**config.mk**
```make
export PLATFORM = sky130hd
export DESIGN_NAME = mul_lane
export DESIGN_NICKNAME = d
export VERILOG_FILES = /design/src/hdl/mul_pkg.sv /design/src/hdl/mul_lane.sv
export VERILOG_INCLUDE_DIRS = /design/src /design/src/hdl
export SDC_FILE = /design/constraint.sdc
export NUM_CORES = 2
export LEC_CHECK = 0
export BUFFER_PORTS_ARGS = -buffer_cell sky130_fd_sc_hd__buf_2
export CORE_MARGIN = 5
export CORE_UTILIZATION = 40
export DETAILED_ROUTE_END_ITERATION = 6
export PLACE_DENSITY_LB_ADDON = 0.25
export SLEW_MARGIN = 30
export SYNTH_ARGS = -nofsm -noshare
export SYNTH_HDL_FRONTEND = slang
export SYNTH_SLANG_ARGS = --single-unit
```
**constraint.sdc**
```tcl
create_clock -name clk -period 9.4 [get_ports clk]
set_input_delay 2.35 -clock clk [delete_from_list [all_inputs] [get_ports clk]]
set_output_delay 2.35 -clock clk [all_outputs]
set_load 0.01 [all_outputs]
```
**src/hdl/mul_defs.svh**
```systemverilog
// Build-time parameters of the multiply accelerator.
// Included by the package and by any module or testbench that sizes or decodes with them.
`ifndef MUL_DEFS_SVH
`define MUL_DEFS_SVH

`define NUM_LANES    4      // multiply lanes in the array
`define XLEN         32     // operand and result width
`define RESULT_DEPTH 8      // result fifo entries

// apb byte offsets, decoded from an 8-bit paddr
`define ADDR_OPA     8'h00  // operand a (rs1)
`define ADDR_OPB     8'h04  // operand b (rs2)
`define ADDR_CMD     8'h08  // write op code, issues a request
`define ADDR_STATUS  8'h0C  // bit0 result available, bit1 dispatcher busy
`define ADDR_RESULT  8'h10  // read pops the result fifo

`endif

```
**src/hdl/mul_pkg.sv**
```systemverilog
// Shared types of the multiply accelerator.
// Modules refer to these by scoped name, e.g. mul_pkg::mul_req_t.
`include "mul_defs.svh"

package mul_pkg;

    // operand / result word
    typedef logic [`XLEN-1:0] word_t;

    // lane pointer used by dispatcher and collector
    typedef logic [$clog2(`NUM_LANES)-1:0] lane_idx_t;

    // funct3[1:0] encoding of the m-extension multiplies
    typedef enum logic [1:0] {
        MUL    = 2'd0,  // low word, signedness irrelevant
        MULH   = 2'd1,  // high word, signed x signed
        MULHSU = 2'd2,  // high word, signed x unsigned
        MULHU  = 2'd3   // high word, unsigned x unsigned
    } mul_op_e;

    // apb slave phase tracking
    typedef enum logic {
        IDLE   = 1'b0,  // waiting for a setup phase
        ACCESS = 1'b1   // setup seen, access phase in progress
    } apb_state_e;

    // one multiply request, 66 bits
    typedef struct packed {
        mul_op_e op;
        word_t   rs1;
        word_t   rs2;
    } mul_req_t;

endpackage

```
**src/hdl/mul_lane.sv**
```systemverilog
// One multiply lane: 33x33 signed multiply in two registered stages.
// Stage 1 holds the sign-extended operands, stage 2 the 66-bit product.
// A stage advances when it is empty or its contents move on.
`timescale 1ns/1ps
`include "mul_defs.svh"

module mul_lane (
    input  logic              clk,
    input  logic              rst,
    input  logic              req_valid,
    output logic              req_ready,
    input  mul_pkg::mul_req_t req,
    output logic              rsp_valid,
    input  logic              rsp_ready,
    output mul_pkg::word_t    rsp
);

    logic [1:0]                 valid;     // per-stage occupancy
    logic [1:0]                 advance;   // stage may load
    logic [1:0]                 hi;        // return upper word
    logic                       rs1_signed;
    logic                       rs2_signed;
    logic signed [`XLEN:0]      rs1_ext;
    logic signed [`XLEN:0]      rs2_ext;
    logic signed [`XLEN:0]      rs1_r;
    logic signed [`XLEN:0]      rs2_r;
    logic signed [2*`XLEN+1:0]  prod_r;

    assign advance[1] = rsp_ready | ~valid[1];
    assign advance[0] = ~valid[0] | advance[1];
    assign req_ready  = advance[0];

    always_ff @(posedge clk) begin
        if (rst) begin
            valid <= '0;
        end else begin
            if (advance[0])
                valid[0] <= req_valid;
            if (advance[1])
                valid[1] <= valid[0];
        end
    end

    // mul ignores signedness of the low word
    assign rs1_signed = req.op inside {mul_pkg::MULH, mul_pkg::MULHSU};
    assign rs2_signed = (req.op == mul_pkg::MULH);
    assign rs1_ext    = signed'({req.rs1[`XLEN-1] & rs1_signed, req.rs1});
    assign rs2_ext    = signed'({req.rs2[`XLEN-1] & rs2_signed, req.rs2});

    always_ff @(posedge clk) begin
        if (req_valid && advance[0]) begin
            rs1_r <= rs1_ext;
            rs2_r <= rs2_ext;
            hi[0] <= (req.op != mul_pkg::MUL);
        end
        if (valid[0] && advance[1]) begin
            prod_r <= rs1_r * rs2_r;           // full signed product
            hi[1]  <= hi[0];
        end
    end

    assign rsp_valid = valid[1];
    assign rsp       = hi[1] ? prod_r[2*`XLEN-1:`XLEN] : prod_r[`XLEN-1:0];

endmodule

```
## After elaboration in Yosys (flattened, before gate mapping)

Index checks and enable logic that the tools add are counted.

| cells by class | value |
|---|---|
| $mul | 1 |
| equality and inequality tests | 2 |
| mux-type cells | 1 |
| bitwise operators | 6 |
| reduce and logical (&&, ||, !) cells | 4 |

Operator list:

| cell | count |
|---|---|
| 33-bit by 33-bit multiplier with 64-bit output | 1 |
| 32-bit two-way mux | 1 |
| 2-bit nonzero test | 2 |
| 1-bit AND | 2 |
| 2-bit by 1-bit equality test with 1-bit output (second input constant) | 1 |
| 2-bit equality test (second input constant) | 1 |
| 1-bit logical AND | 2 |
| 1-bit inverter | 2 |
| 1-bit OR | 2 |

| word-level totals | value |
|---|---|
| flip-flop bits (word level) | 134 |
| input bits | 70 |
| word-level logic and storage cells | 21 |

## Depth between registers and ports, before layout

| logic depth | value |
|---|---|
| word-level depth | 4 |
| depth in mapped cells | 28 |
| depth with buffers taken out | 26 |

## Worst setup path after synthesis

OpenSTA, ideal clock, no wires.

| timing path | value |
|---|---|
| path type | register to register |
| start | register rs1_r[32] |
| end | register prod_r[61], data pin |
| library setup time | 263 ps |
| arrival | 7859 ps |
| data required time | 9137 ps |
| setup slack | 1278 ps |
| stages on the path, launching flop included | 24 |
| path through | edfxtp_1 clkbuf_1 nand2_1 inv_1 fa_1 fa_1 fa_1 inv_1 fa_1 inv_1 fa_1 fa_1 fa_1 fa_1 ha_1 and4_2 nand3_1 nor3_1 or2_2 o22ai_1 a211oi_2 o31ai_2 mux2i_1 a2111o_1 |

| on the way | value |
|---|---|
| cells in the longest elaborated chain, start to end | 1 |

Ends and longest elaborated chain:

| element | RTL line | source |
|---|---|---|
| start, declared | mul_lane.sv:25 | `` logic signed [`XLEN:0] rs1_r; `` |
| start signal, assigned | mul_lane.sv:52 | `rs1_r <= rs1_ext;` |
| 33-bit by 33-bit multiplier with 64-bit output | mul_lane.sv:57 | `prod_r <= rs1_r * rs2_r;` |
| end signal, assigned | mul_lane.sv:57 |  |
| end, declared | mul_lane.sv:27 | `` logic signed [2*`XLEN+1:0] prod_r; `` |

No other way between the ends.
A chain may end at the register's enable or synchronous reset.

## Final worst setup path

| timing path | value |
|---|---|
| start | register rs2_r[18] |
| end | register prod_r[61], data pin |

| on the way | value |
|---|---|
| cells in the longest elaborated chain, start to end | 1 |

Ends and longest elaborated chain:

| element | RTL line | source |
|---|---|---|
| start, declared | mul_lane.sv:26 | `` logic signed [`XLEN:0] rs2_r; `` |
| start signal, assigned | mul_lane.sv:53 | `rs2_r <= rs2_ext;` |
| 33-bit by 33-bit multiplier with 64-bit output | mul_lane.sv:57 |  |

No other way between the ends.

==> reports/results.tsv <==
metric	value	unit
WL per Instance	19.9	um
Data required, critical path	9.64	ns
Skew-Pair Late Insertion Delay	0.52	ns
CP top delay family	adder cells	
Critical-path top delay cell	edfxtp_1	
Core Rows	120	
final worst path period share	0.926	
ordered cell list for the critical path	buf_4, nand2_1, fa_1, fa_1, inv_1, fa_1, fa_1, fa_1, fa_1, fa_1, inv_1, fa_1, inv_1, ha_1, and2_1, nand3_1, nor4_1, o211ai_4, a211oi_2, o31ai_2, mux2i_1, a2111o_1	
Die W	337	um
CTS H-Tree Depth	4	
largest net degree at the start of global routing	66	
worst path buffer plus inverter count	4	
Nets	5762	
first-pass GRT wire length	185000	um
FFs w/ async S/R, synth	0	
Remaining Overflow, GRT	0	
drt initial violations	1566	
area leader, netlist	fa_1	
Detailed Routing Iterations Pass 1	5	
Synth Instances	4343	
# DRC	0	
CTS Sinks	134	
critical path class	reg2reg	
#FFs+latches synth	134	
Worst Setup Start Kind	register	
CP max FO	20	
Post-Syn Nets	5752	
Post-Synthesis Cell Area	42900	sq um
clock slew at reported path FFs	0.08	ns
number of port buffers	103	
Post-Route WL	115000	um
unrepaired setup endpoints after global routing	false	
Yosys top cell area share	0.526	
Max Cap Viol	0	
critical path's largest stage delay	0.98	ns
clock root cell	clkbuf_16	
fmax	115	MHz
status	completed	
synth unique cells	68	
remaining antenna violation count	0	
Post-synth EDFFs	132	
Clock Path Buffers	2	
DR vias	28300	
reg2reg start	rs2_r[18]$_DFFE_PP_	
vias in the first global route	32000	
initial antenna violation count	2	
# resized after CTS	0	
hold buffer count at cts	0	
max-slew violations	0	
Final min period	8.71	ns
Hold Path Class	reg2reg	
Tot GR Track Use	0.212	
worst slew pin tran	0.993	ns
clk_skew	0.0318	ns
die area	114000	sq um
post-DP HPWL	97400	um
setup TNS	0	ns
Num CTS Buffers	17	
average size of a mapped cell	9.87	sq um
crit end category	register	
# diodes	0	
Worst Path Arrival	8.95	ns
Core ar.	107000	sq um
CTS tree	built	
endpoints failing setup	0	
Max-slew headroom	0.338	
Hold Startpoint	hi[0]$_DFFE_PP_	
share of cells above drive strength 1	0.0687	
ys flop type	edfxtp_1	
register area share after synthesis	0.0934	
Final Hold Fails	0	
CP most frequent cell	fa_1	
count leader, synth	fa_1	
post-DR vias/cell	4.91	
Area growth syn-to-layout	6.80	%
yosys warns	0	
Synth area leaders	fa_1, inv_1, edfxtp_1	
Starting Density	0.401	
Reg2Reg Setup Slack	0.69	ns
Die Span Y	337	um
Critical Path Source	rs2_r[18]$_DFFE_PP_	
Placed Instance Area	45000	sq um
io pins	104	
GPL Wtd Cong	0.880	
Commonest cells post-synth	fa_1, inv_1, nand2_1	
Setup Buffers After CTS	0	
final instance area	45800	sq um
## final timing paths
path / to / depth (start not counted)
min reg2reg: hi[1]$_DFFE_PP_ / 0
max reg2reg: prod_r[61]$_DFFE_PP_ / 22
min: hi[1]$_DFFE_PP_ / 0
max: prod_r[61]$_DFFE_PP_ / 22
## layer usage
| layer | global-route usage | part of all wire | vias up |
|---|---|---|---|
| li1 | - | - | 12500 |
| met1 | 0.285 | 0.43 | 15100 |
| met2 | 0.370 | 0.51 | 624 |
| met3 | 0.0254 | 0.038 | 131 |
| met4 | 0.0492 | 0.020 | 2 |
| met5 | 0 | 0.00011 | - |
## state kept, by name (all words and copies together), names as in the netlist
register  count
prod_r       64
valid         2
rs2_r        33
rs1_r        33
hi            2
## stage by stage
step | util | hold slack, ns | worst slack (ns) | instances
3_5_place_dp | 0.422 | 0.409 | 0.644 | 5728
2_1_floorplan | - | 0.400 | 1.28 | 4343
4_1_cts | 0.428 | 0.426 | 0.601 | 5760
5_1_grt | 0.429 | 0.430 | 0.240 | 5769
3_3_place_gp | 0.422 | 0.406 | 0.646 | 5725
6_report | 0.429 | 0.422 | 0.692 | 5769
## area by class of cell
cell class                 count  area, sq um
clock buffer                  17          425
clock inverter                15          186
fill                       10300        61000
inverter                    1095         4110
multi-input combinational   2896        33900
sequential                   134         4000
tap                         1403         1760
timing repair buffer         209         1380
## cells by family (layout without fill, tap and decap cells)
group	count (synthesis)	count (layout)	share of synthesized area
AOI/OAI and AO/OA	198	198	0.0309
xor gates and xnor gates	75	75	0.0153
adders and majority gates	1339	1339	0.588
buffers and inverters	1313	1336	0.116
DFF	134	134	0.0934
muxes	35	35	0.00914
and+or+nand+nor	1249	1249	0.148
## cell usage in the layout (no fill, tap or decap), types with 3 or more instances in the layout
master / instances
o2111ai_1: 3
and2_1: 548
inv_6: 5
a211oi_1: 7
nand3b_1: 3
buf_6: 10
inv_1: 1095
a21o_2: 4
o211ai_1: 4
nor3_1: 11
and3_2: 3
o21ai_0: 28
o21bai_1: 6
clkbuf_16: 17
xnor2_1: 52
ha_1: 214
inv_8: 4
a21oi_1: 70
o31ai_1: 3
fa_1: 1125
buf_2: 103
o21a_1: 10
nand3_1: 23
mux2_2: 33
xor2_1: 23
a21o_1: 26
nand2b_1: 12
and3_1: 8
nor2b_1: 28
a31oi_1: 8
or2_2: 3
nor2_1: 35
nand4_1: 4
or3_1: 4
buf_4: 93
nor3b_1: 4
nor4_1: 3
edfxtp_1: 132
nand2_1: 553
Power is not shown: default switching activity piles up to over one toggle a cycle in this logic, so the estimate is an artifact.
