`config.mk`:
```
export PLATFORM = sky130hd
export DESIGN_NAME = mul_apb_regs
export DESIGN_NICKNAME = d
export VERILOG_FILES = /design/src/hdl/mul_pkg.sv /design/src/hdl/mul_apb_regs.sv
export VERILOG_INCLUDE_DIRS = /design/src /design/src/hdl
export SDC_FILE = /design/constraint.sdc
export NUM_CORES = 1
export LEC_CHECK = 0
export ABC_AREA = 1
export ABC_CLOCK_PERIOD_IN_PS = 3200
export BUFFER_PORTS_ARGS = -buffer_cell sky130_fd_sc_hd__buf_2
export CAP_MARGIN = 20
export CORE_MARGIN = 10
export CORE_UTILIZATION = 45
export DETAILED_ROUTE_END_ITERATION = 10
export PLACE_DENSITY = 0.91
export RECOVER_POWER = 25
export SETUP_SLACK_MARGIN = 0.1
export SYNTH_ARGS = -nofsm -noshare
export SYNTH_HDL_FRONTEND = slang
export SYNTH_SLANG_ARGS = --single-unit
```
`constraint.sdc`:
```
create_clock -name clk -period 3.2 [get_ports clk]
set_input_delay 0.32 -clock clk [delete_from_list [all_inputs] [get_ports clk]]
set_output_delay 0.32 -clock clk [all_outputs]
set_load 0.05 [all_outputs]
```
`src/hdl/mul_defs.svh`:
```
// Build-time parameters of the multiply accelerator.
// Included by the package and by any module or testbench that sizes or decodes with them.
`ifndef MUL_DEFS_SVH
`define MUL_DEFS_SVH

`define NUM_LANES    4      // multiply lanes in the array
`define XLEN         32     // operand and result width
`define RESULT_DEPTH 8      // result fifo entries

// apb byte offsets, decoded from an 8-bit paddr
`define ADDR_OPA     8'h00  // operand a (rs1)
`define ADDR_OPB     8'h04  // operand b (rs2)
`define ADDR_CMD     8'h08  // write op code, issues a request
`define ADDR_STATUS  8'h0C  // bit0 result available, bit1 dispatcher busy
`define ADDR_RESULT  8'h10  // read pops the result fifo

`endif

```
`src/hdl/mul_pkg.sv`:
```
// Shared types of the multiply accelerator.
// Modules refer to these by scoped name, e.g. mul_pkg::mul_req_t.
`include "mul_defs.svh"

package mul_pkg;

    // operand / result word
    typedef logic [`XLEN-1:0] word_t;

    // lane pointer used by dispatcher and collector
    typedef logic [$clog2(`NUM_LANES)-1:0] lane_idx_t;

    // funct3[1:0] encoding of the m-extension multiplies
    typedef enum logic [1:0] {
        MUL    = 2'd0,  // low word, signedness irrelevant
        MULH   = 2'd1,  // high word, signed x signed
        MULHSU = 2'd2,  // high word, signed x unsigned
        MULHU  = 2'd3   // high word, unsigned x unsigned
    } mul_op_e;

    // apb slave phase tracking
    typedef enum logic {
        IDLE   = 1'b0,  // waiting for a setup phase
        ACCESS = 1'b1   // setup seen, access phase in progress
    } apb_state_e;

    // one multiply request, 66 bits
    typedef struct packed {
        mul_op_e op;
        word_t   rs1;
        word_t   rs2;
    } mul_req_t;

endpackage

```
`src/hdl/mul_apb_regs.sv`:
```
// APB slave front end of the multiply accelerator.
// Holds the operand registers, turns CMD writes into requests (stalling pready
// until the dispatcher takes them) and serves STATUS and RESULT reads.
`timescale 1ns/1ps
`include "mul_defs.svh"

module mul_apb_regs (
    input  logic              clk,
    input  logic              rst,
    // apb slave
    input  logic              psel,
    input  logic              penable,
    input  logic              pwrite,
    input  logic [7:0]        paddr,
    input  mul_pkg::word_t    pwdata,
    output mul_pkg::word_t    prdata,
    output logic              pready,
    output logic              pslverr,
    // request to dispatcher
    output logic              req_valid,
    input  logic              req_ready,
    output mul_pkg::mul_req_t req,
    input  logic              busy,       // dispatcher holding a request
    // result fifo head
    input  logic              res_avail,
    input  mul_pkg::word_t    res_data,
    output logic              res_pop
);

    mul_pkg::apb_state_e state;
    mul_pkg::word_t      opa;            // rs1 operand
    mul_pkg::word_t      opb;            // rs2 operand
    logic                access;         // valid access phase this cycle
    logic                wr;
    logic                rd;

    assign access = (state == mul_pkg::ACCESS) & psel & penable;
    assign wr     = access & pwrite;
    assign rd     = access & ~pwrite;

    // phase tracker
    always_ff @(posedge clk) begin
        if (rst) begin
            state <= mul_pkg::IDLE;
        end else begin
            case (state)
                mul_pkg::IDLE: begin
                    if (psel && !penable)
                        state <= mul_pkg::ACCESS;      // setup phase seen
                end
                mul_pkg::ACCESS: begin
                    if (!psel || (penable && pready))
                        state <= mul_pkg::IDLE;        // transfer done or dropped
                end
                default: state <= mul_pkg::IDLE;
            endcase
        end
    end

    // operand registers, zero wait state
    always_ff @(posedge clk) begin
        if (wr && paddr == `ADDR_OPA)
            opa <= pwdata;
        if (wr && paddr == `ADDR_OPB)
            opb <= pwdata;
    end

    // cmd write is held as a request until accepted
    assign req_valid = wr & (paddr == `ADDR_CMD);
    assign req.op    = mul_pkg::mul_op_e'(pwdata[1:0]);  // funct3[1:0]
    assign req.rs1   = opa;
    assign req.rs2   = opb;
    assign pready    = ~(req_valid & ~req_ready);        // stall only on a blocked cmd

    // read mux, result pop and error
    always_comb begin
        prdata  = '0;
        pslverr = 1'b0;
        res_pop = 1'b0;
        if (rd) begin
            case (paddr)
                `ADDR_OPA:    prdata = opa;
                `ADDR_OPB:    prdata = opb;
                `ADDR_STATUS: prdata[1:0] = {busy, res_avail};
                `ADDR_RESULT: begin
                    if (res_avail) begin
                        prdata  = res_data;            // head word
                        res_pop = 1'b1;                // consumed with this read
                    end else begin
                        pslverr = 1'b1;                // empty fifo, data stays 0
                    end
                end
                default: prdata = '0;
            endcase
        end
    end

endmodule

```
# ---- Yosys cells after proc, flatten, opt, wreduce, memory -nomap -nowiden
# Cells that the tools add are included.
dict set report op_classes {
  n_eq_ne 4
  mux 13
  bitwise_logic 10
  n_reduce_logical 8
}
# operator count
set op_table {}
lappend op_table {{30-bit one-hot mux with 3 select lines} 1}
lappend op_table {{32-bit 2-to-1 mux} 2}
lappend op_table {{8-bit by 4-bit == test with 1-bit output (second input constant)} 2}
lappend op_table {{8-bit by 3-bit == test with 1-bit output (second input constant)} 1}
lappend op_table {{8-bit by 5-bit == test with 1-bit output (second input constant)} 1}
lappend op_table {{8-bit logical NOT} 1}
lappend op_table {{1-bit 2-to-1 mux} 8}
lappend op_table {{2-bit one-hot mux with 4 select lines} 1}
lappend op_table {{1-bit AND} 6}
lappend op_table {{1-bit logical AND} 4}
lappend op_table {{1-bit NOT} 4}
lappend op_table {{1-bit logical NOT} 2}
lappend op_table {{1-bit one-hot mux with 2 select lines} 1}
lappend op_table {{1-bit logical OR} 1}
dict set report totals {
  regBits 65
  input_bits 80
  output_inout_bits 102
  wordCells 38
}

# ---- Depth between registers and ports, before layout
dict set report depth {
  word_depth 10
  mapped_depth 9
  depth_no_buf 7
}

# ---- Worst setup path after synthesis
# Ideal clock, no wire load.
dict set report synth_timing {
  path_type {input to register}
  from {input paddr[1]}
  to {register opa[0], enable pin}
  setup_ns 0.421
  arrival_ns 2.131
  required_ns 2.779
  path_slack_ns 0.648
  path_stages 5
  n_path_buf 0
  path_cell_list {inv_1 > nand2_2 > nor2_4 > nand2_4 > nor2_1}
}
dict set report synth_between {
  elab_chain_cells 2
}
# element line
set synth_rtl {}
lappend synth_rtl {{from (decl)} mul_apb_regs.sv:14} ;# input logic [7:0] paddr,
lappend synth_rtl {{8-bit logical NOT} n/a}
lappend synth_rtl {{1-bit logical AND (no line)} n/a}
lappend synth_rtl {{to (signal assigned)} mul_apb_regs.sv:63} ;# opa <= pwdata;
lappend synth_rtl {{to (decl)} mul_apb_regs.sv:31} ;# mul_pkg::word_t opa;
# Every way passes these cells.
# A chain may end at the register's enable or synchronous reset.

# ---- Worst setup path in the final report
dict set report layout_timing {
  from {input paddr[5]}
  to {output prdata[12]}
}
dict set report layout_between {
  elab_chain_cells 3
  elab_cells_between_ends 5
  cone_classes {eq/ne: 2; mux: 2; reduce/logical: 1}
}
# element line
set layout_rtl {}
lappend layout_rtl {{8-bit by 5-bit == test with 1-bit output, or another cell as far along} mul_apb_regs.sv:81} ;# case (paddr)
lappend layout_rtl {{30-bit one-hot mux with 3 select lines *} mul_apb_regs.sv:81}
lappend layout_rtl {{32-bit 2-to-1 mux *} mul_apb_regs.sv:80} ;# if (rd) begin
lappend layout_rtl {{to (decl)} mul_apb_regs.sv:16} ;# output mul_pkg::word_t prdata,
# Every way passes the cells marked *; elsewhere a longest branch is shown, timed or not.

==> metrics.txt <==
Seq/Total Area, Yosys 0.596; # fillers approximately 610; fin crit period between 2 and 2.5 ns; # setup viols final 0; Starting Density 0.472; share of the synthesized area in the top cell type 0.589; DRC Markers 0; largest net degree at the start of global routing 33; Clock Latency Late Sink 0.32 ns; Crit. End Element primary output; clock share of power 0.351; routed vias/inst 4.95; worst-margin pin slew between 0.6 and 0.7 ns; clk buf depth 2; R2R Setup Slk approximately 1.6 ns; Worst Hold End state; CP Buf/Inv Count 3; first-pass GRT wire length roughly 17000 um; WL per Instance between 15 and 20 um; Core Util, Final 0.629; Setup CP Type in -> out; outcome finished clean; switching portion of total power 0.216; peak supply drop ~400 uV; Die Wd between 100 and 150 um; core area 6910 sq um; setup TNS 0 ns; logic gate share of total power 0.064; Num Clock Sinks 65; CTS tree done; Worst R2R Path Depth 5; delay-heaviest family, CP simple AND/OR/NAND/NOR gates; Cell Pwr Density around 370 nW/um^2; Int Pwr about 0.0013 W; hold depth 2; GR Overflow Total 0; Slew Limit Headroom 0.555; Num CTS Buffers 9; startpoint types primary input; leakage ~2.1 nW; number of DRC markers in iteration 0 134; RR Endpoint opa[0]; I/O Pins ~180; largest cells by area after synthesis edfxtp_1 (59%), nor2_1 (11%), nand2_1 (10%), nand3_1 (6.0%), inv_1 (3.2%); Setup Buffers After CTS 0; post-detail-place hpwl between 8000 and 9000 um; Nets ~620; Resize count post-CTS 0; DIE HEIGHT 105 um; Unique masters post-synth 23; Final Hold Fails 0; Total GRT Usage 0.187; Final Skew ~0.0068 ns; # hold bufs at CTS 0; I/O Buffers 181; initial antenna violation count 0; fmax between 0.4 and 0.5 GHz; worst-path maximum fanout 31; RR Startpoint state; unrepaired setup endpoints after global routing false; drt first pass iters 4; Ant. Diodes 0; worst hold start rst; cells after synthesis ~360; sequential power share 0.586; Area growth syn-to-layout 33.3%; H-tree levels 3; critical path's largest stage delay between 0.3 and 0.4 ns; Rows 30; GPL Wtd Cong ~0.86; crit-path cells buf_2 > nor2_1 > nand2_1 > inv_2 > nand2_1 > nand3_2 > nand2_4 > nor2_1 > buf_2; fin crit share 0.760; total of max-cap violations 0; number of global-route vias before repair about 3.3k; Hold Path Class in -> reg; Mapped Area 3260 sq um; #FFs+latches synth 65; Clock Tree Root clkbuf_8; slowest stage cell on the critical path inv_2; WP data required 2.88 ns; Psw 0.000345 W; Worst Path Arrival 2.11 ns; vias about 3.2k; syn_nets between 400 and 500; max-slew violation count 0; Reg clk slew, reported paths ~0.070 ns; Synth Warn # 0; remaining antenna violation count 0; share of layout cells above drive strength 1 0.382; die footprint 11100 sq um; largest area contributor in the netlist edfxtp_1; Mean Syn Cell Area around 9 sq um; Post-Route WL 10900 um
worst max path at each step:
| stage | from | to | slack [ns] | depth (start not counted) |
|---|---|---|---|---|
| after global placement | paddr[5] | prdata[0] | 0.89 | 9 |
| after detailed placement | paddr[5] | prdata[12] | 0.79 | 9 |
| final | paddr[5] | prdata[12] | 0.77 | 9 |
| after global routing | paddr[5] | prdata[12] | 0.61 | 9 |
| after CTS | paddr[5] | prdata[12] | 0.78 | 9 |
| after floorplan | paddr[1] | opa[0] | 0.65 | 5 |
metrics by stage:
step	worst slack, ns	instance area (sq um)	hold WS (ns)	power, W	std cells
after global placement	0.891	4200	0.474	0.00105	626
after detailed placement	0.787	4200	0.480	0.00105	626
after floorplan	0.648	3260	0.389	0.000996	363
after global routing	0.611	4350	0.123	0.00166	641
final	0.769	4350	0.144	0.00160	641
after CTS	0.780	4350	0.130	0.00161	641
Yosys cell counts (all sizes together):
cell type / number
nor2: 104
a21oi: 3
o21ai: 6
nor3: 2
inv: 29
nand2: 91
dfxtp: 1
nand3: 41
nand4: 2
edfxtp: 64
clkbuf: 2
clkinv: 1
buf: 17
routing by layer:
layer / up-vias / global-route usage / wire length, um
met2: 159 / 0.339 / 5730
met5: - / 0 / 0
met4: 0 / 0.0814 / 256
met1: 1465 / 0.183 / 3760
met3: 23 / 0.0762 / 1140
li1: 1526 / - / -
sequential cells by signal (all words and copies together) (netlist names):
| register | cells |
|---|---|
| opb | 32 |
| opa | 32 |
| state | 1 |
layout by cell type (no fill, tap or decap):
master,netlist,routed
nand3_1,39,39
nand2_1,87,87
buf_2,8,175
clkbuf_8,0,9
edfxtp_1,64,64
clkinvlp_4,0,1
dfxtp_1,1,1
inv_2,1,1
clkinv_2,0,2
nor2_4,2,4
nand2_4,3,3
nor3_1,2,2
clkinv_1,1,2
o21ai_1,4,4
nor2_1,98,96
nand2_2,1,1
inv_1,28,28
nand4_1,2,2
nor2_2,4,4
clkbuf_1,2,8
a21oi_1,2,2
nand3_2,2,2
o21ai_0,2,2
buf_4,3,5
a21oi_2,1,1
power groups by stage:
| stage | Sequential [W] | Clock (W) | Combinational (W) |
|---|---|---|---|
| after floorplan | 0.000954 | 0 | 0.0000422 |
| after global placement | 0.000953 | 0 | 0.0000962 |
| after detailed placement | 0.000953 | 0 | 0.000101 |
| after CTS | 0.000934 | 0.000575 | 0.000102 |
| after global routing | 0.000934 | 0.000618 | 0.000113 |
| final | 0.000934 | 0.000559 | 0.000102 |
worst reg2reg max path: cells and delay by family, from the launching register on:
kind | cells | cell delay, ns
simple gates | 3 | 0.36
buf+inv | 2 | 0.55
flops | 1 | 0.31
cell type report:
| class | instances | area [sq um] | area share |
|---|---|---|---|
| Tap cell | 96 | 120 | 0.0276 |
| Timing Repair Buffer | 186 | 936 | 0.215 |
| Inverter | 30 | 113 | 0.0259 |
| Multi-Input combinational cell | 249 | 1080 | 0.249 |
| Clock buffer | 11 | 131 | 0.0302 |
| Sequential cell | 65 | 1940 | 0.447 |
| Clock inverter | 4 | 21.3 | 0.00489 |
kinds of logic (layout without fill, tap and decap cells):
family | Yosys count | in the layout | synth area share
DFF | 65 | 65 | 0.596
and+or+nand+nor | 240 | 240 | 0.313
buffers and inverters | 49 | 231 | 0.0767
AOI/OAI and AO/OA | 9 | 9 | 0.0150
(Power assumes the default switching activity.)
