[config.mk]
export PLATFORM = sky130hd
export DESIGN_NAME = mul_dispatch
export DESIGN_NICKNAME = d
export VERILOG_FILES = /design/src/hdl/mul_pkg.sv /design/src/hdl/mul_dispatch.sv
export VERILOG_INCLUDE_DIRS = /design/src /design/src/hdl
export SDC_FILE = /design/constraint.sdc
export NUM_CORES = 1
export LEC_CHECK = 0
export BUFFER_PORTS_ARGS = -buffer_cell sky130_fd_sc_hd__buf_4
export CORE_MARGIN = 1.5
export CORE_UTILIZATION = 32
export DETAILED_ROUTE_END_ITERATION = 16
export MAX_ROUTING_LAYER = met4
export PLACE_DENSITY_LB_ADDON = 0.25
export REMOVE_ABC_BUFFERS = 1
export SETUP_SLACK_MARGIN = 0.15
export SLEW_MARGIN = 20
export SYNTH_ARGS = -nofsm -noshare
export SYNTH_HDL_FRONTEND = slang
export SYNTH_SLANG_ARGS = --single-unit
[constraint.sdc]
create_clock -name clk -period 3.9 [get_ports clk]
set_clock_uncertainty 0.2 [all_clocks]
set_input_delay 0.78 -clock clk [delete_from_list [all_inputs] [get_ports clk]]
set_output_delay 0.78 -clock clk [all_outputs]
set_load 0.01 [all_outputs]
[src/hdl/mul_defs.svh]
// Build-time parameters of the multiply accelerator.
// Included by the package and by any module or testbench that sizes or decodes with them.
`ifndef MUL_DEFS_SVH
`define MUL_DEFS_SVH

`define NUM_LANES    4      // multiply lanes in the array
`define XLEN         32     // operand and result width
`define RESULT_DEPTH 8      // result fifo entries

// apb byte offsets, decoded from an 8-bit paddr
`define ADDR_OPA     8'h00  // operand a (rs1)
`define ADDR_OPB     8'h04  // operand b (rs2)
`define ADDR_CMD     8'h08  // write op code, issues a request
`define ADDR_STATUS  8'h0C  // bit0 result available, bit1 dispatcher busy
`define ADDR_RESULT  8'h10  // read pops the result fifo

`endif

[src/hdl/mul_pkg.sv]
// Shared types of the multiply accelerator.
// Modules refer to these by scoped name, e.g. mul_pkg::mul_req_t.
`include "mul_defs.svh"

package mul_pkg;

    // operand / result word
    typedef logic [`XLEN-1:0] word_t;

    // lane pointer used by dispatcher and collector
    typedef logic [$clog2(`NUM_LANES)-1:0] lane_idx_t;

    // funct3[1:0] encoding of the m-extension multiplies
    typedef enum logic [1:0] {
        MUL    = 2'd0,  // low word, signedness irrelevant
        MULH   = 2'd1,  // high word, signed x signed
        MULHSU = 2'd2,  // high word, signed x unsigned
        MULHU  = 2'd3   // high word, unsigned x unsigned
    } mul_op_e;

    // apb slave phase tracking
    typedef enum logic {
        IDLE   = 1'b0,  // waiting for a setup phase
        ACCESS = 1'b1   // setup seen, access phase in progress
    } apb_state_e;

    // one multiply request, 66 bits
    typedef struct packed {
        mul_op_e op;
        word_t   rs1;
        word_t   rs2;
    } mul_req_t;

endpackage

[src/hdl/mul_dispatch.sv]
// Request dispatcher: a one-entry holding register that hands each request
// to the lane at the rotation pointer. Lanes are served strictly in turn.
`timescale 1ns/1ps
`include "mul_defs.svh"

module mul_dispatch (
    input  logic                  clk,
    input  logic                  rst,
    // from apb block
    input  logic                  in_valid,
    output logic                  in_ready,
    input  mul_pkg::mul_req_t     in_req,
    output logic                  busy,
    // to lanes
    output logic [`NUM_LANES-1:0] lane_valid,
    input  logic [`NUM_LANES-1:0] lane_ready,
    output mul_pkg::mul_req_t     lane_req     // shared by all lanes
);

    logic               hold_valid;
    mul_pkg::mul_req_t  hold_req;
    mul_pkg::lane_idx_t ptr;                   // next lane to feed
    logic               lane_fire;             // transfer to lane this cycle

    assign lane_fire = hold_valid & lane_ready[ptr];
    assign in_ready  = ~hold_valid | lane_fire;   // empty or being emptied
    assign busy      = hold_valid;
    assign lane_req  = hold_req;

    // steer valid to the pointed lane only
    always_comb begin
        for (int i = 0; i < `NUM_LANES; i++) begin
            lane_valid[i] = hold_valid && (ptr == mul_pkg::lane_idx_t'(i));
        end
    end

    // holding register control and rotation
    always_ff @(posedge clk) begin
        if (rst) begin
            hold_valid <= 1'b0;
            ptr        <= '0;
        end else begin
            if (in_ready)
                hold_valid <= in_valid;
            if (lane_fire) begin
                if (ptr == mul_pkg::lane_idx_t'(`NUM_LANES - 1))
                    ptr <= '0;                 // wrap
                else
                    ptr <= ptr + 1'b1;
            end
        end
    end

    // payload, no reset needed
    always_ff @(posedge clk) begin
        if (in_valid && in_ready)
            hold_req <= in_req;
    end

endmodule

---- After elaboration in Yosys (flattened, before gate mapping) ----
Index checks and enable logic that the tools add are counted.
storage, ports and cells
  register bits after elaboration ......... 69
  bits of input ports ..................... 73
  output and inout bits ................... 72
  word-level logic and storage cells ...... 22
cells by class
  add/sub/neg operators ................... 1
  $lt $le $gt $ge ......................... 1
  eq/ne operators ......................... 3
  muxes and demuxes ....................... 3
  bitwise gates (word level) .............. 3
  reduce and logical (&&, ||, !) cells .... 6
operators with widths
  kind                 count
  $logic_and 1x1->1    5
  $eq 2x2->1 const B   2
  $lt 2x3->1 const B   1
  $add 2x1->2 const B  1
  $bmux 1 s2           1
  $eq 2x1->1 const B   1
  $logic_not 2->1      1
  $mux 2               1
  $and 1x1->1          1
  $mux 1               1
  $not 1->1            1
  $or 1x1->1           1

---- Logic depth before layout (Yosys ltp) ----
Gate-level depths: netlist of run 1.
  depth in word-level cells ............... 5
  mapped depth ............................ 5
  mapped depth without buffers ............ 5

---- Worst setup path after synthesis of run 1 ----
OpenSTA, ideal clock, no wires.
  kind .................................... in2out
  start ................................... in lane_ready[3]
  end ..................................... out in_ready
  arrival time ............................ 1387 ps
  required time ........................... 2920 ps
  setup slack ............................. 1533 ps
  cell stages on the path ................. 2
  path buffers ............................ 0
  path through ............................ mux4_2 > nand2b_4
between the ends
  longest elaborated chain between the ends .. 4
RTL lines
  item                          RTL line            source
  from (decl)                   mul_dispatch.sv:16  input logic [`NUM_LANES-1:0] lane_ready,
  $bmux 1 s2                    mul_dispatch.sv:25  assign lane_fire = hold_valid & lane_ready[ptr];
  $mux 1 (implied by the code)  mul_dispatch.sv:25
  $and 1x1->1                   mul_dispatch.sv:25
  $or 1x1->1                    mul_dispatch.sv:26  assign in_ready = ~hold_valid | lane_fire;
  to (decl)                     mul_dispatch.sv:11  output logic in_ready,
Every way passes these cells. The select of a mux whose other input is x is not followed.

---- Worst setup path after layout of run 1 ----
  start ................................... reg ptr[0]
  end ..................................... out in_ready
between the ends
  longest elaborated chain between the ends .. 4
RTL lines
  item                          RTL line            source
  from (decl)                   mul_dispatch.sv:22  mul_pkg::lane_idx_t ptr;
  from (signal assigned)        mul_dispatch.sv:49  ptr <= ptr + 1'b1;
  $bmux 1 s2                    mul_dispatch.sv:25
  $mux 1 (implied by the code)  mul_dispatch.sv:25
  $and 1x1->1                   mul_dispatch.sv:25
  $or 1x1->1                    mul_dispatch.sv:26
Every way passes these cells. The select of a mux whose other input is x is not followed.

==> results_dict.tcl, run 1 <==
set metrics [dict create \
    power.total_mw 1.61 \
    leakage_nw 1.54 \
    required_ns 2.92 \
    layout.nets 328 \
    crit_path_max_fanout 7 \
    grt_max_degree 67 \
    post_cts_buffers 0 \
    crit_arrival_ns 1.67 \
    reg2reg_to "lane_req[17]$_DFFE_PP_" \
    fmaxAchievable_mhz 378 \
    gp_congestion 0.707 \
    setup_viol 0 \
    dp_hpwl_mm 3.58 \
    htreeDepth 3 \
    r2r_slack_ns 1.70 \
    final_cell_mix "buf_4 (144), edfxtp_1 (66), clkbuf_8 (9), and2_1 (4), ha_1 (4)" \
    syn-cell-area_um2 2260 \
    wl_per_cell_um 14.3 \
    final.fill_count 603 \
    slew_viol_final 0 \
    clock_tree.buffer_depth 2 \
    grt_pass1_wl_mm 6.89 \
    cts.sink_count 69 \
    status "complete, no violations" \
    multi_input_area_um2 210 \
    fin_tns_setup_ns 0 \
    synth-seq-cells 69 \
    drc 0 \
    pin_count 145 \
    dr.pass1.iters 4 \
    syn_inst 96 \
    hold_buffers 0 \
    wl_mm 4.99 \
    finalWorstPathRequiredPeriod_ns 2.65 \
    antenna_found_initial 0 \
    regArea_um2 2040 \
    cts_resized 0 \
    hold_depth 2 \
    grt_setup_unrepaired "false" \
    critPathMaxStageDelay_ns 0.53 \
    worstRegToRegCells 3 \
    diodes 0 \
    fp.dieH_um 87.1 \
    timing.hold.ws_ns 0.393 \
    holdPathEnd "ptr[1]$_SDFFE_PP0P_" \
    rows 30 \
    via_count 1441 \
    max_slew_margin_pct 44.2 \
    reg2reg_from "ptr[0]$_SDFFE_PP0P_" \
    drv_cap 0 \
    critPathSlowestCell "mux4_2" \
    worst_pin_slew_ns 0.836 \
    antenna_left 0 \
    cts_buffers 9 \
    drive_above_1_share_pct 64.2 \
    ys_warn_count 0 \
    initial_core_util_pct 33.1 \
    port-buffer-count 144 \
    die-area_um2 7590 \
    overflow 0 \
    path_class "reg2out" \
    cp_cell_sequence "mux4_2 > nand2b_4 > buf_4" \
    insertion_delay_ns 0.33 \
    worstHoldStart "ptr[1]$_SDFFE_PP0P_" \
    worstSetupEndpointType "primary output" \
    grt_pass1_vias 1365 \
    syn_avg_cell_area_um2 23.6 \
    clkTransAtPathRegs_ns 0.07 \
    finalCritPeriodShare_pct 67.9 \
    via_per_inst 4.12 \
    synthToLayoutAreaGrowth_pct 61.0 \
    final_hold_viol_count 0 \
    final_common_cell "buf_4" \
    cts_tree "done" \
    ir_drop_v 0.000182 \
    drt-initial-drc-count 49 \
    powerDensity_nw_per_um2 442 \
    synth.yosys.seq_area_share_pct 90.2 \
    die_w_um 87.1 \
    cts-root-buf "clkbuf_8" \
    worstHoldPathType "reg2reg" \
    yosysUniqueCellTypes 20 \
    core_um2 6830 \
    grt_use_total_pct 13.2 \
    startpoint_type "flop" \
]
-- cells by family (layout without fill, tap and decap cells) --
| kind of cell | after synthesis | in the layout | synth area share, % |
|---|---|---|---|
| multiplexers | 4 | 4 | 2.43 |
| adder cells (fa/ha/maj) | 4 | 4 | 2.21 |
| AND/OR/NAND/NOR | 12 | 12 | 3.43 |
| AO/OA/AOI/OAI | 4 | 4 | 1.22 |
| flip-flops | 69 | 69 | 90.2 |
| buffers and inverters | 3 | 161 | 0.497 |
-- worst max-delay path by stage --
stage	startpoint	to	slack [ns]	cells after the start
detailed placement	lane_ready[3]	in_ready	1.26	4
global placement	lane_ready[3]	in_ready	1.27	4
global route	ptr[0]$_SDFFE_PP0P_	in_ready	1.16	3
CTS	ptr[0]$_SDFFE_PP0P_	in_ready	1.22	3
floorplan	lane_ready[3]	in_ready	1.53	2
finish	ptr[0]$_SDFFE_PP0P_	in_ready	1.25	3
-- synth_stat cells --
cell type | count | area share, %
nand2b_1 | 1 | 0.28
inv_1 | 3 | 0.50
mux2i_1 | 1 | 0.44
a2bb2oi_1 | 1 | 0.39
mux4_2 | 1 | 0.99
ha_1 | 4 | 2.2
o21ai_0 | 1 | 0.22
a21oi_2 | 1 | 0.39
edfxtp_1 | 66 | 88
nor2_1 | 1 | 0.17
and2_4 | 1 | 0.39
nand3_1 | 1 | 0.22
nor2b_1 | 1 | 0.28
nor3_1 | 1 | 0.22
nand2b_4 | 1 | 0.61
mux2_2 | 2 | 0.99
a21oi_1 | 1 | 0.22
dfxtp_1 | 3 | 2.7
and2_1 | 4 | 1.1
nand2_1 | 1 | 0.17
-- through the flow --
| step | instance area, um2 | instances | utilization, % | setup WS, ns |
|---|---|---|---|---|
| 2_1_floorplan | 2260 | 96 | - | 1.53 |
| 3_3_place_gp | 3460 | 336 | 50.7 | 1.27 |
| 3_5_place_dp | 3460 | 336 | 50.7 | 1.26 |
| 4_1_cts | 3640 | 350 | 53.3 | 1.22 |
| 5_1_grt | 3640 | 350 | 53.3 | 1.16 |
| 6_report | 3640 | 350 | 53.3 | 1.25 |
-- registers in the layout (all words and copies together), names as in the netlist --
name and count:
lane_req 66, busy 1, ptr 2
-- layout make-up --
cell class,count,area share [%]
flip-flops and latches,69,56.0
repair buffers,144,29.7
multi-input cells,24,5.77
clock buffers,10,3.50
well taps,96,3.30
clock inverters,4,1.41
inverters,3,0.309
-- power by group --
part / switching, mW / internal, mW
Sequential: 0.0160 / 0.868
Combinational: 0.0762 / 0.107
Clock: 0.253 / 0.288
Total: 0.345 / 1.26
-- worst max-delay path: cells and delay by family, from the launching register on --
kind,cells,cell delay (ns)
mux,1,0.53
simple gates,1,0.16
flops,1,0.49
buf+inv,1,0.15
-- per-layer routing --
metal | global-route usage (%) | vias up | wire, um
met5 | - | - | 0
met4 | 6.64 | 0 | 116
met3 | 5.88 | 11 | 514
met2 | 19.2 | 96 | 2400
met1 | 15.5 | 654 | 1970
li1 | - | 680 | -
Power figures use the tool's default switching activity.
==> inputs of run 2 (changes only) <==
clock period = 2.36 ns   (was 3.9 ns; I/O delays follow)
==> results_dict.tcl, run 2 (synthesis gave the netlist of run 1 again) <==
set metrics [dict create \
    status "complete, no violations" \
    reg2reg_from "ptr[1]$_SDFFE_PP0P_" \
    cts_buffers 9 \
    clkTransAtPathRegs_ns 0.07 \
    dp_hpwl_mm 3.66 \
    grt_use_total_pct 13.2 \
    critPathLaunch "ptr[0]$_SDFFE_PP0P_" \
    fp.dieH_um 87.1 \
    clock_tree.buffer_depth 2 \
    die-area_um2 7590 \
    fmaxAchievable_mhz 465 \
    startpoint_type "flop" \
    grt_pass1_vias 1398 \
    cts_tree "done" \
    fin_tns_setup_ns 0 \
    leakage_nw 1.55 \
    cts.sink_count 69 \
    pin_count 145 \
    ir_drop_v 0.000350 \
    final_cell_mix "buf_4 (145), edfxtp_1 (66), clkbuf_8 (9), and2_1 (4), ha_1 (4)" \
    overflow 0 \
    path_class "reg2out" \
    powerDensity_nw_per_um2 717 \
    htreeDepth 3 \
    wl_mm 5.14 \
    max_slew_margin_pct 46.1 \
    worstSetupEndpointType "primary output" \
    crit_end "in_ready" \
    finalCritPeriodShare_pct 91.2 \
    final_hold_viol_count 0 \
    crit_path_max_fanout 4 \
    synthToLayoutAreaGrowth_pct 61.2 \
    layout.nets 330 \
    crit_arrival_ns 1.48 \
    antenna_found_initial 0 \
    regArea_um2 2040 \
    final_common_cell "buf_4" \
    port-buffer-count 144 \
    worstRegToRegCells 3 \
    worstHoldPathType "in2reg" \
    grt_max_degree 67 \
    setup_viol 0 \
    hold_buffers 0 \
    multi_input_area_um2 218 \
    antenna_left 0 \
    via_per_inst 4.13 \
    drc 0 \
    diodes 0 \
    drt-initial-drc-count 45 \
    power.total_mw 2.62 \
    grt_setup_unrepaired "true" \
    drive_above_1_share_pct 63.7 \
    dr.pass1.iters 3 \
    core_um2 6830 \
    insertion_delay_ns 0.32 \
    r2r_slack_ns 0.25 \
    grt_pass1_wl_mm 7.00 \
    cts_resized 0 \
    slew_viol_final 0 \
    die_w_um 87.1 \
    final.fill_count 607 \
    required_ns 1.69 \
    finalWorstPathRequiredPeriod_ns 2.15 \
    reg2reg_to "lane_req[16]$_DFFE_PP_" \
    initial_core_util_pct 33.1 \
    worst_pin_slew_ns 0.809 \
    hold_depth 1 \
    largest_register_ffs 66 \
    wl_per_cell_um 14.6 \
    cts-root-buf "clkbuf_8" \
    rows 30 \
    via_count 1454 \
    drv_cap 0 \
    gp_congestion 0.671 \
    post_cts_buffers 0 \
]
## run 2: cell types whose count changed in the layout (fill, tap and decap cells not counted), sizes merged
cell      change
clkinv        +1
buf           +1
and2          +1
clkinvlp      -1
## run 2: how the worst min path moves through the flow
stage / from / to
global route: in_req[32] / lane_req[32]$_DFFE_PP_
global placement: ptr[1]$_SDFFE_PP0P_ / ptr[1]$_SDFFE_PP0P_
finish: in_req[3] / lane_req[3]$_DFFE_PP_
detailed placement: ptr[1]$_SDFFE_PP0P_ / ptr[1]$_SDFFE_PP0P_
floorplan: ptr[1]$_SDFFE_PP0P_ / ptr[1]$_SDFFE_PP0P_
CTS: in_req[35] / lane_req[35]$_DFFE_PP_
## run 2: metrics by stage
stage	instances	area, um2	util, %	setup WS (ns)	hold slack [ns]
global route	352	3650	53.4	0.124	0.0914
floorplan	96	2260	-	0.344	0.318
CTS	351	3640	53.3	0.166	0.102
detailed placement	337	3470	50.8	0.123	0.383
finish	352	3650	53.4	0.207	0.118
global placement	337	3470	50.8	0.152	0.366
## run 2: layer usage
layer  vias up  global-route usage [%]  part of all wire, %
met5         -                       -                    0
met4         0                    5.63                  1.7
met3         9                    5.59                   10
met2        87                    21.4                   50
met1       675                    14.1                   38
li1        683                       -                    -
## run 2: area by class of cell
type / instances / share of cell area, %
clock buffers: 10 / 3.50
clock inverters: 4 / 1.13
inverters: 3 / 0.309
multi-input cells: 25 / 5.97
flip-flops and latches: 69 / 56.0
well taps: 96 / 3.29
repair buffers: 145 / 29.8
## run 2: power by group
| group | leakage (nW) | internal (mW) | switching [mW] |
|---|---|---|---|
| sequential | 0.663 | 1.44 | 0.0241 |
| clock | 0.0847 | 0.466 | 0.379 |
| combinational | 0.797 | 0.180 | 0.131 |
| total | 1.55 | 2.08 | 0.534 |
## run 2: worst max-delay path: stages, from the launching register on
cell	delay, ns
dfxtp_2	0.34
mux4_2	0.48
nand2b_4	0.17
buf_4	0.16
==> inputs of run 3 (changes only) <==
--- a/config.mk
+++ b/config.mk
@@ -8,6 +8,8 @@
 export LEC_CHECK = 0
 export BUFFER_PORTS_ARGS = -buffer_cell sky130_fd_sc_hd__buf_4
+export CELL_PAD_IN_SITES_DETAIL_PLACEMENT = 2
+export CELL_PAD_IN_SITES_GLOBAL_PLACEMENT = 2
 export CORE_MARGIN = 1.5
-export CORE_UTILIZATION = 32
+export CORE_UTILIZATION = 24
 export DETAILED_ROUTE_END_ITERATION = 16
 export MAX_ROUTING_LAYER = met4
--- a/constraint.sdc
+++ b/constraint.sdc
@@ -3,3 +3,3 @@
 set_input_delay 0.472 -clock clk [delete_from_list [all_inputs] [get_ports clk]]
 set_output_delay 0.472 -clock clk [all_outputs]
-set_load 0.01 [all_outputs]
+set_load 0.005 [all_outputs]
==> results_dict.tcl, run 3 (synthesis gave the netlist of run 1 again) <==
set metrics [dict create \
    grt_use_total_pct 13.2 \
    drt-initial-drc-count 30 \
    gp_congestion 0.676 \
    finalWorstPathRequiredPeriod_ns 2.17 \
    drc 0 \
    drive_above_1_share_pct 64.9 \
    final_common_cell "buf_4" \
    path_class "reg2out" \
    initial_core_util_pct 24.6 \
    rows 35 \
    largest_register_ffs 66 \
    slew_viol_final 0 \
    power.total_mw 2.79 \
    grt_busiest_layer "met2" \
    cp_cell_sequence "mux4_2 > nand2b_4 > buf_4" \
    clock_tree.buffer_depth 2 \
    use_met1_pct 14.5 \
    leakage_nw 1.57 \
    cts_buffers 9 \
    die-area_um2 10000 \
    antenna_left 0 \
    htreeDepth 3 \
    dp_hpwl_mm 4.78 \
    startpoint_type "flop" \
    layout_setup_ws_ns 0.192 \
    cts-root-buf "clkbuf_8" \
    clkTransAtPathRegs_ns 0.08 \
    grt_util_met3_pct 5.29 \
    grt_pass1_vias 1543 \
    final_cells 370 \
    via_count 1483 \
    fp.dieH_um 100 \
    finalCritPeriodShare_pct 91.9 \
    powerDensity_nw_per_um2 750 \
    ir_drop_v 0.000297 \
    grt_setup_unrepaired "true" \
    placedCellCount 353 \
    synthToLayoutAreaGrowth_pct 64.3 \
    pre_cts_ws_ns 0.0673 \
    port-buffer-count 144 \
    fmaxAchievable_mhz 461 \
    pin_count 145 \
    die_w_um 100 \
    crit_path_max_fanout 3 \
    final_core_util_pct 40.4 \
    grt_pass1_wl_mm 9.07 \
    final_hold_viol_count 0 \
    wl_per_cell_um 17.5 \
    critPathSlowestCell "mux4_2" \
    dr.pass1.iters 4 \
    cts.sink_count 69 \
    core_um2 9200 \
    worst_pin_slew_ns 0.878 \
    worstHoldPathType "in2reg" \
    crit_arrival_ns 1.50 \
    critPathMaxStageDelay_ns 0.50 \
    insertion_delay_ns 0.34 \
    wl_mm 6.49 \
    fin_tns_setup_ns 0 \
    final_cell_mix "buf_4 (147), edfxtp_1 (66), clkbuf_8 (9), and2_1 (4), ha_1 (4)" \
    max_slew_margin_pct 41.5 \
    status "complete, no violations" \
    required_ns 1.69 \
    hold_buffers 0 \
    grt_max_degree 67 \
    use_met2_pct 21.1 \
    overflow 0 \
    drv_cap 0 \
    antenna_found_initial 0 \
    via_per_inst 4.01 \
    diodes 0 \
    worstSetupEndpointType "primary output" \
    layout.nets 331 \
    cts_tree "done" \
    setup_viol 0 \
]
## run 3: cell count changes in the layout (fill, tap and decap cells not counted)
cell / delta
clkinv_2: +1
inv_6: +1
buf_4: +2
clkbuf_1: -1
clkinv_1: -1
bufinv_16: +1
clkinvlp_4: +1
and2_2: -1
## run 3: metrics by stage
step / hold slack (ns) / area [um2]
after detailed placement: 0.447 / 3500
final: 0.102 / 3720
after CTS: 0.0800 / 3710
after global placement: 0.421 / 3500
after floorplan: 0.318 / 2260
after global routing: 0.0728 / 3720
## run 3: final timing paths
path | start | endpoint | slack, ns | cells after the start
min | in_req[39] | lane_req[39]$_DFFE_PP_ | 0.10 | 1
max | ptr[0]$_SDFFE_PP0P_ | in_ready | 0.19 | 3
max reg2reg | ptr[0]$_SDFFE_PP0P_ | lane_req[55]$_DFFE_PP_ | 0.23 | 3
min reg2reg | busy$_SDFFE_PP0P_ | ptr[1]$_SDFFE_PP0P_ | 0.47 | 2
## run 3: critical path: cells and delay by family (launching register included)
family                 cells  cell delay [ns]
buffers and inverters      1             0.14
flip-flops                 1             0.35
multiplexers               1             0.50
AND/OR/NAND/NOR            1             0.17
## run 3: cell type report
cell class              instances  area, um2
clock inverters                 7       88.8
clock buffers                   9        124
flip-flops and latches         69       2040
repair buffers                147       1100
multi-input cells              24        210
inverters                       3       11.3
fillers                       922       5480
well taps                     111        139
## run 3: what timing repair did
item / in CTS / in global routing
pin swaps: 0 / 0
buffers inserted: 0 / 1
resized for setup: 1 / 0
setup endpoints to repair: 1 / 65
## run 3: report_power, final
group          switching (mW)  total, mW  internal (mW)
logic                   0.109      0.288          0.179
registers              0.0266       1.46           1.44
clock network           0.452       1.04          0.590
total                   0.587       2.79           2.20
## run 3: per-layer routing
metal  wire, um  vias to the layer above
li1           -                      688
met1       2600                      693
met2       3120                       91
met3        639                       11
met4        123                        0
met5          0                        -
